==> src/requant_macros.svh <==
// ****************************************
// Requantization unit widths
// Data, scale, fraction and counter sizes
// shared by the package and all RTL blocks
// ****************************************

`ifndef REQUANT_MACROS_SVH
`define REQUANT_MACROS_SVH

// Sample and output width
`define RQ_DATA_W 16

// Scale width in signed fixed point
`define RQ_SCALE_W 16

// Product fraction bits dropped by the rounder
`define RQ_FRAC_W 8

// Saturation event counter width
`define RQ_CNT_W 16

`endif

==> src/requant_pkg.sv <==
// ****************************************
// Requantization types
// Sample, scale, product and rounded value
// types plus the output clamp limits
// ****************************************

`include "requant_macros.svh"

package requant_pkg;

	// Incoming sample and outgoing result
	typedef logic signed [`RQ_DATA_W-1:0] sample_t;

	// Multiplier held in the control block
	typedef logic signed [`RQ_SCALE_W-1:0] scale_t;

	// Full precision product with no bits lost
	typedef logic signed [`RQ_DATA_W+`RQ_SCALE_W-1:0] product_t;

	// Integer part after rounding
	// One extra top bit keeps the pre-round sign
	typedef logic signed [`RQ_DATA_W+`RQ_SCALE_W-`RQ_FRAC_W:0] rounded_t;

	// ****************************************
	// Output clamp limits
	// ****************************************

	// Largest positive output 0111...1
	localparam sample_t sat_max = {1'b0, {(`RQ_DATA_W-1){1'b1}}};

	// Most negative output 1000...0
	localparam sample_t sat_min = {1'b1, {(`RQ_DATA_W-1){1'b0}}};

endpackage

==> src/rne_rounder.sv <==
// ****************************************
// Round half to even
// Drops the low fraction bits of a product
// and flags a carry into the sign bit
// ****************************************

`timescale 1ns/10ps

`include "requant_macros.svh"

module rne_rounder import requant_pkg::*;
#(
	parameter int in_width = `RQ_DATA_W + `RQ_SCALE_W,
	parameter int frac_bits = `RQ_FRAC_W,
	parameter bit is_unsigned = 1'b0
)
(
	input product_t product,
	output rounded_t rounded,
	output logic round_ovf
);

	// Integer part plus one guard bit on top
	localparam int int_w = in_width - frac_bits + 1;

	logic [in_width:0] ext;
	logic [int_w-1:0] int_part;
	logic [int_w-1:0] sum;
	logic [frac_bits-1:0] frac;
	logic half;
	logic rest_zero;
	logic inc;

	// Guard bit is a sign copy, or zero when unsigned
	assign ext = {(is_unsigned ? 1'b0 : product[in_width-1]), product[in_width-1:0]};

	// Split into kept integer and dropped fraction
	assign int_part = ext[in_width:frac_bits];
	assign frac = ext[frac_bits-1:0];

	// Half bit and sticky of the rest
	assign half = frac[frac_bits-1];
	assign rest_zero = (frac[frac_bits-2:0] == '0);

	// Above half rounds up, exact half goes to the even neighbor
	always_comb
	begin
		inc = 1'b0;
		if (half)
		begin
			if (rest_zero)
				inc = int_part[0];
			else
				inc = 1'b1;
		end
	end

	assign sum = int_part + {{(int_w-1){1'b0}}, inc};
	assign rounded = rounded_t'(sum);

	// Carry that sets the sign bit of the kept integer
	always_comb
	begin
		if (is_unsigned)
			round_ovf = ~int_part[int_w-1] & sum[int_w-1];
		else
			round_ovf = ~int_part[int_w-2] & sum[int_w-2];
	end

endmodule

==> src/scale_multiplier.sv <==
// ****************************************
// Scale multiplier
// Registered signed product of the sample
// and the held scale, full precision
// ****************************************

`timescale 1ns/10ps

`include "requant_macros.svh"

module scale_multiplier import requant_pkg::*;
(
	input logic clk,
	input logic rst,
	input logic stage1_en,
	input sample_t in_data,
	input scale_t scale,
	output product_t product
);

	// Both operands widened to product size first
	product_t data_ext;
	product_t scale_ext;
	product_t mult;

	// Sign extension of the sample
	assign data_ext = product_t'(in_data);

	// Sign extension of the scale
	assign scale_ext = product_t'(scale);

	// Width of the product covers every operand pair
	assign mult = data_ext * scale_ext;

	// ****************************************
	// Stage 1 register
	// ****************************************

	always_ff @(posedge clk)
	begin
		if (rst)
		begin
			product <= '0;
		end
		else if (stage1_en)
		begin
			// Only a strobed sample moves the register
			product <= mult;
		end
	end

endmodule

==> src/saturator.sv <==
// ****************************************
// Output saturator
// Clamps the rounded value to the output
// width and flags every clamp event
// ****************************************

`timescale 1ns/10ps

`include "requant_macros.svh"

module saturator import requant_pkg::*;
#(
	parameter bit is_unsigned = 1'b0
)
(
	input logic clk,
	input logic rst,
	input logic stage2_en,
	input rounded_t rounded,
	input logic round_ovf,
	output sample_t out_data,
	output logic sat_flag
);

	localparam int top = $bits(rounded_t) - 1;

	sample_t clamp;
	logic over;

	always_comb
	begin
		clamp = rounded[`RQ_DATA_W-1:0];
		over = 1'b0;
		if (is_unsigned)
		begin
			// Any bit above the output width is too large
			if (round_ovf || (|rounded[top:`RQ_DATA_W]))
			begin
				clamp = '1;
				over = 1'b1;
			end
		end
		else if (round_ovf)
		begin
			// Top bit still holds the sign before rounding
			clamp = rounded[top] ? sat_min : sat_max;
			over = 1'b1;
		end
		else if (rounded > rounded_t'(sat_max))
		begin
			clamp = sat_max;
			over = 1'b1;
		end
		else if (rounded < rounded_t'(sat_min))
		begin
			clamp = sat_min;
			over = 1'b1;
		end
	end

	// Stage 2 register
	always_ff @(posedge clk)
	begin
		if (stage2_en)
			out_data <= clamp;
		if (rst)
			sat_flag <= 1'b0;
		else if (stage2_en)
			sat_flag <= over;
	end

endmodule

==> src/requant_ctrl.sv <==
// ****************************************
// Requantization control
// Holds the scale, runs the two stage valid
// pipeline and counts saturation events
// ****************************************

`timescale 1ns/10ps

`include "requant_macros.svh"

module requant_ctrl import requant_pkg::*;
(
	input logic clk,
	input logic rst,
	input logic cfg_strobe,
	input scale_t cfg_scale,
	input logic in_valid,
	input logic sat_flag,
	output scale_t scale,
	output logic stage1_en,
	output logic stage2_en,
	output logic out_valid,
	output logic [`RQ_CNT_W-1:0] sat_count
);

	// Unity scale of one in fixed point
	localparam scale_t scale_one = scale_t'(1 << `RQ_FRAC_W);

	// ****************************************
	// Scale register
	// ****************************************

	// New scale applies to samples strobed on later cycles
	always_ff @(posedge clk)
	begin
		if (rst)
			scale <= scale_one;
		else if (cfg_strobe)
			scale <= cfg_scale;
	end

	// ****************************************
	// Valid pipeline
	// ****************************************

	// Multiplier samples on the strobe cycle itself
	assign stage1_en = in_valid;

	always_ff @(posedge clk)
	begin
		if (rst)
		begin
			stage2_en <= 1'b0;
			out_valid <= 1'b0;
		end
		else
		begin
			stage2_en <= in_valid;
			out_valid <= stage2_en;
		end
	end

	// Saturation counter that stops at all ones
	always_ff @(posedge clk)
	begin
		if (rst)
			sat_count <= '0;
		else if (out_valid && sat_flag && (sat_count != '1))
			sat_count <= sat_count + 1'b1;
	end

endmodule

==> src/requant_top.sv <==
// ****************************************
// Requantization unit top
// Multiply by scale, round half to even,
// saturate, two cycle latency
// ****************************************

`timescale 1ns/10ps

`include "requant_macros.svh"

module requant_top import requant_pkg::*;
(
	input logic clk,
	input logic rst,
	input logic cfg_strobe,
	input scale_t cfg_scale,
	input logic in_valid,
	input sample_t in_data,
	output logic out_valid,
	output sample_t out_data,
	output logic [`RQ_CNT_W-1:0] sat_count
);

	// Rounder and saturator share one signedness
	localparam bit rq_unsigned = 1'b0;

	// Control to datapath
	scale_t scale;
	logic stage1_en;
	logic stage2_en;

	// Datapath internals
	product_t product;
	rounded_t rounded;
	logic round_ovf;
	logic sat_flag;

	requant_ctrl u_ctrl (
		.clk(clk),
		.rst(rst),
		.cfg_strobe(cfg_strobe),
		.cfg_scale(cfg_scale),
		.in_valid(in_valid),
		.sat_flag(sat_flag),
		.scale(scale),
		.stage1_en(stage1_en),
		.stage2_en(stage2_en),
		.out_valid(out_valid),
		.sat_count(sat_count)
	);

	// Stage 1
	scale_multiplier u_mult (
		.clk(clk),
		.rst(rst),
		.stage1_en(stage1_en),
		.in_data(in_data),
		.scale(scale),
		.product(product)
	);

	// Combinational between the stages
	rne_rounder #(.is_unsigned(rq_unsigned)) u_round (
		.product(product),
		.rounded(rounded),
		.round_ovf(round_ovf)
	);

	// Stage 2
	saturator #(.is_unsigned(rq_unsigned)) u_sat (
		.clk(clk),
		.rst(rst),
		.stage2_en(stage2_en),
		.rounded(rounded),
		.round_ovf(round_ovf),
		.out_data(out_data),
		.sat_flag(sat_flag)
	);

endmodule

==> config.mk <==
export PLATFORM = sky130hd
export DESIGN_NAME = requant_top
export DESIGN_NICKNAME = d
export VERILOG_FILES = /design/src/requant_pkg.sv /design/src/rne_rounder.sv /design/src/scale_multiplier.sv /design/src/saturator.sv /design/src/requant_ctrl.sv /design/src/requant_top.sv
export VERILOG_INCLUDE_DIRS = /design/src
export SDC_FILE = /design/constraint.sdc
export NUM_CORES = 1
export LEC_CHECK = 0
export BUFFER_PORTS_ARGS = -buffer_cell sky130_fd_sc_hd__buf_2
export CAP_MARGIN = 20
export CORE_MARGIN = 8
export CORE_UTILIZATION = 46
export CTS_CLUSTER_DIAMETER = 40
export DETAILED_ROUTE_END_ITERATION = 6
export PLACE_DENSITY = 0.63
export SLEW_MARGIN = 20
export SYNTH_ARGS = -nofsm -noshare
export SYNTH_HDL_FRONTEND = slang
export SYNTH_SLANG_ARGS = --single-unit
==> constraint.sdc <==
create_clock -name clk -period 8.06 [get_ports clk]
set_clock_uncertainty 0.1 [all_clocks]
set_input_delay 0.806 -clock clk [delete_from_list [all_inputs] [get_ports clk]]
set_output_delay 0.806 -clock clk [all_outputs]
set_load 0.005 [all_outputs]
==> reports/results.txt <==
Status: complete, no violations
DP Worst Slack: 0.937 ns
GPL Wtd Cong: 0.833
CP arrival: 7.11 ns
CP cell instances: nand2_1, fa_1, inv_1, fa_1, inv_1, fa_1, inv_1, fa_1, fa_1, inv_1, fa_1, inv_1, ha_1, o211ai_1, nor2_1, a221oi_1, a21bo_2, a21boi_0, nor4b_1, o2111ai_1, and3_1
Root Buffer: clkbuf_16
Most common cell after layout, fill and taps aside: inv_1
Post-DRT Antenna Nets: 0
Drt drc: 0
Largest net degree at the start of global routing: 72
TritonRoute pass-1 iters: 5
Fmax: 144 MHz
PwrDens: 270 nW/um^2
Post-DP HPWL: 24.7 mm
Die Y: 187 um
I/O pin count: 69
Register area share after synthesis: 13.5%
Average cell area after synthesis: 9.17 um^2
CP max-delay cell: dfxtp_1
Die X-Extent: 187 um
PortBufs: 68
Synth cell types: 65
Initial antenna violation count: 0
CTS Buf Count: 9
EDFF count, synth: 16
Dpl cells: 1,872
Final Non-Filler Cells: 1,888
Post-CTS setup buffer count: 0
Final net count: 1,882
RSZ-0062 raised after global routing: false
Async SR Flop Fraction: 0%
Static leakage: 7.08 nW
CTS Sinks: 83
Vias per inst: 5.13
Total GRT Usage: 18.5%
CTS tree: done
Initial DRC count: 385
Core Region: 28,800 um^2
Fin crit share: 86.3%
Clk_lat worst skew: 0.36 ns
Crit Path Max Fanout: 17
Gr ovfl total: 0
PnR worst setup slack: 1.11 ns
Htree depth: 3
Yosys reg bits: 83
Mapped Area: 13,500 um^2
DRT Wirelength: 30.2 mm
Clk buf depth: 2
Synth top area share: 38.9%
Number of synthesis warnings: 0
Clock-pin slew on the worst setup and hold paths: 0.08 ns
Cts repair resizes: 0
Pins over their slew limit: 0
Endpoints failing setup: 0
Worst Hold Slack: 0.374 ns
Diodes inserted: 0
Area added between synthesis and finish: 7.04%
Die area: 35,000 um^2
CP endpoint kind: register
Setup TNS: 0 ns
WS Path Type: reg2reg
Primary FF master, synth: dfxtp_1
HP Class: reg2reg
Synthesized Nets: 1,853
Row count: 62
Initial Util: 46.8%
Synth Instances: 1,470
Commonest cells after routing, fill and taps aside: inv_1, fa_1, nand2_1, and2_1, ha_1
WP data required: 8.22 ns
Cell with the most instances on the worst path: fa_1
Vias in the first global route: 10,600
Routed wire per std cell: 16.0 um
Delay-heaviest family, CP: adder cells
Tmin final: 6.95 ns
First-pass GRT wire length: 53.0 mm
Slew margin rel.: 36.9%
# hold bufs at CTS: 0
Buffers & Inverters on Critical Path: 5
Flop-to-flop setup slack: 1.11 ns
Max-Cap Viols: 0
Synth area leaders: fa_1, dfxtp_1, inv_1
DR vias: 9,685
Layout cell share with drive strength beyond 1: 6.91%
Max VDD drop: 234 uV
CP max stage delay: 0.94 ns
Largest area contributor in the netlist: fa_1
Least-Margin Pin Slew: 0.945 ns
Critical path launch point type: register
Fin. Hold Viols: 0
[cell usage after synthesis, drive strengths merged, types with 3 or more instances]
| master | number |
|---|---|
| and4 | 6 |
| a211oi | 8 |
| and2 | 130 |
| o31ai | 3 |
| dfxtp | 67 |
| xnor2 | 35 |
| o22ai | 6 |
| mux2i | 34 |
| clkbuf | 51 |
| o211ai | 7 |
| a21o | 9 |
| nand2b | 6 |
| a21oi | 32 |
| o21ai | 33 |
| nand2 | 154 |
| edfxtp | 16 |
| a31oi | 8 |
| nor3 | 12 |
| nor3b | 3 |
| fa | 262 |
| or3 | 5 |
| ha | 85 |
| o21a | 3 |
| and3 | 6 |
| inv | 313 |
| nor2 | 83 |
| nand4 | 17 |
| nor4 | 5 |
| o21bai | 4 |
| or4 | 3 |
| nand3 | 16 |
| buf | 3 |
| xor2 | 20 |
[worst paths after layout]
check | startpoint | to | depth (start not counted)
worst max register to register | u_ctrl.scale[8] | u_mult.product[31] | 21
worst min-delay path | u_mult.product[0] | u_mult.product[0] | 2
worst min register to register | u_mult.product[0] | u_mult.product[0] | 2
worst max-delay path | u_ctrl.scale[8] | u_mult.product[31] | 21
[cell type report]
type	count	area (um^2)
clock buffer	11	258
fill	2727	14400
inverter	313	1170
tap	384	480
clock inverter	5	43.8
timing repair buffer	72	370
multi-input combinational	1020	10300
sequential	83	1820
[cell families (layout without fill, tap and decap cells)]
group / after synthesis / after routing / synth area share (%)
xor+xnor: 55 / 55 / 3.58
buf+inv: 367 / 401 / 10.3
mux: 35 / 35 / 2.61
flops: 83 / 83 / 13.5
simple gates: 454 / 454 / 17.0
compound gates: 129 / 129 / 6.18
fa+ha+maj: 347 / 347 / 46.8
[flip-flops by register name, summed over array words and instances (netlist names)]
signal and flops:
u_ctrl.sat_count 16, u_ctrl.scale 16, u_sat.sat_flag 1, u_ctrl.stage2_en 1, u_sat.out_data 16, u_mult.product 32, u_ctrl.out_valid 1
[worst min-delay path, cell delays in order (launching register included)]
cell and delay, ns:
dfxtp_1 0.32, nand2_1 0.06, a21oi_1 0.05
[stage by stage]
stage | util, % | instance area, um^2 | power, mW
2_1_floorplan | - | 13500 | 2.86
3_3_place_gp | 49.0 | 14100 | 3.47
3_5_place_dp | 49.1 | 14100 | 3.52
4_1_cts | 50.1 | 14400 | 3.97
5_1_grt | 50.1 | 14400 | 4.41
6_report | 50.1 | 14400 | 3.89
[report_power, final]
| group | total, mW | switching, mW | internal, mW | leakage, nW |
|---|---|---|---|---|
| clock network | 0.429 | 0.194 | 0.235 | 0.143 |
| registers | 0.602 | 0.0893 | 0.513 | 0.694 |
| logic | 2.86 | 1.62 | 1.24 | 6.25 |
[metal layers]
layer | GRT usage [%] | up-vias | wire (um)
met5 | 0 | - | 0
met3 | 2.59 | 54 | 991
li1 | - | 4564 | -
met1 | 22.3 | 4899 | 12500
met2 | 33.4 | 168 | 15800
met4 | 6.17 | 0 | 890
(Power assumes the default switching activity.)
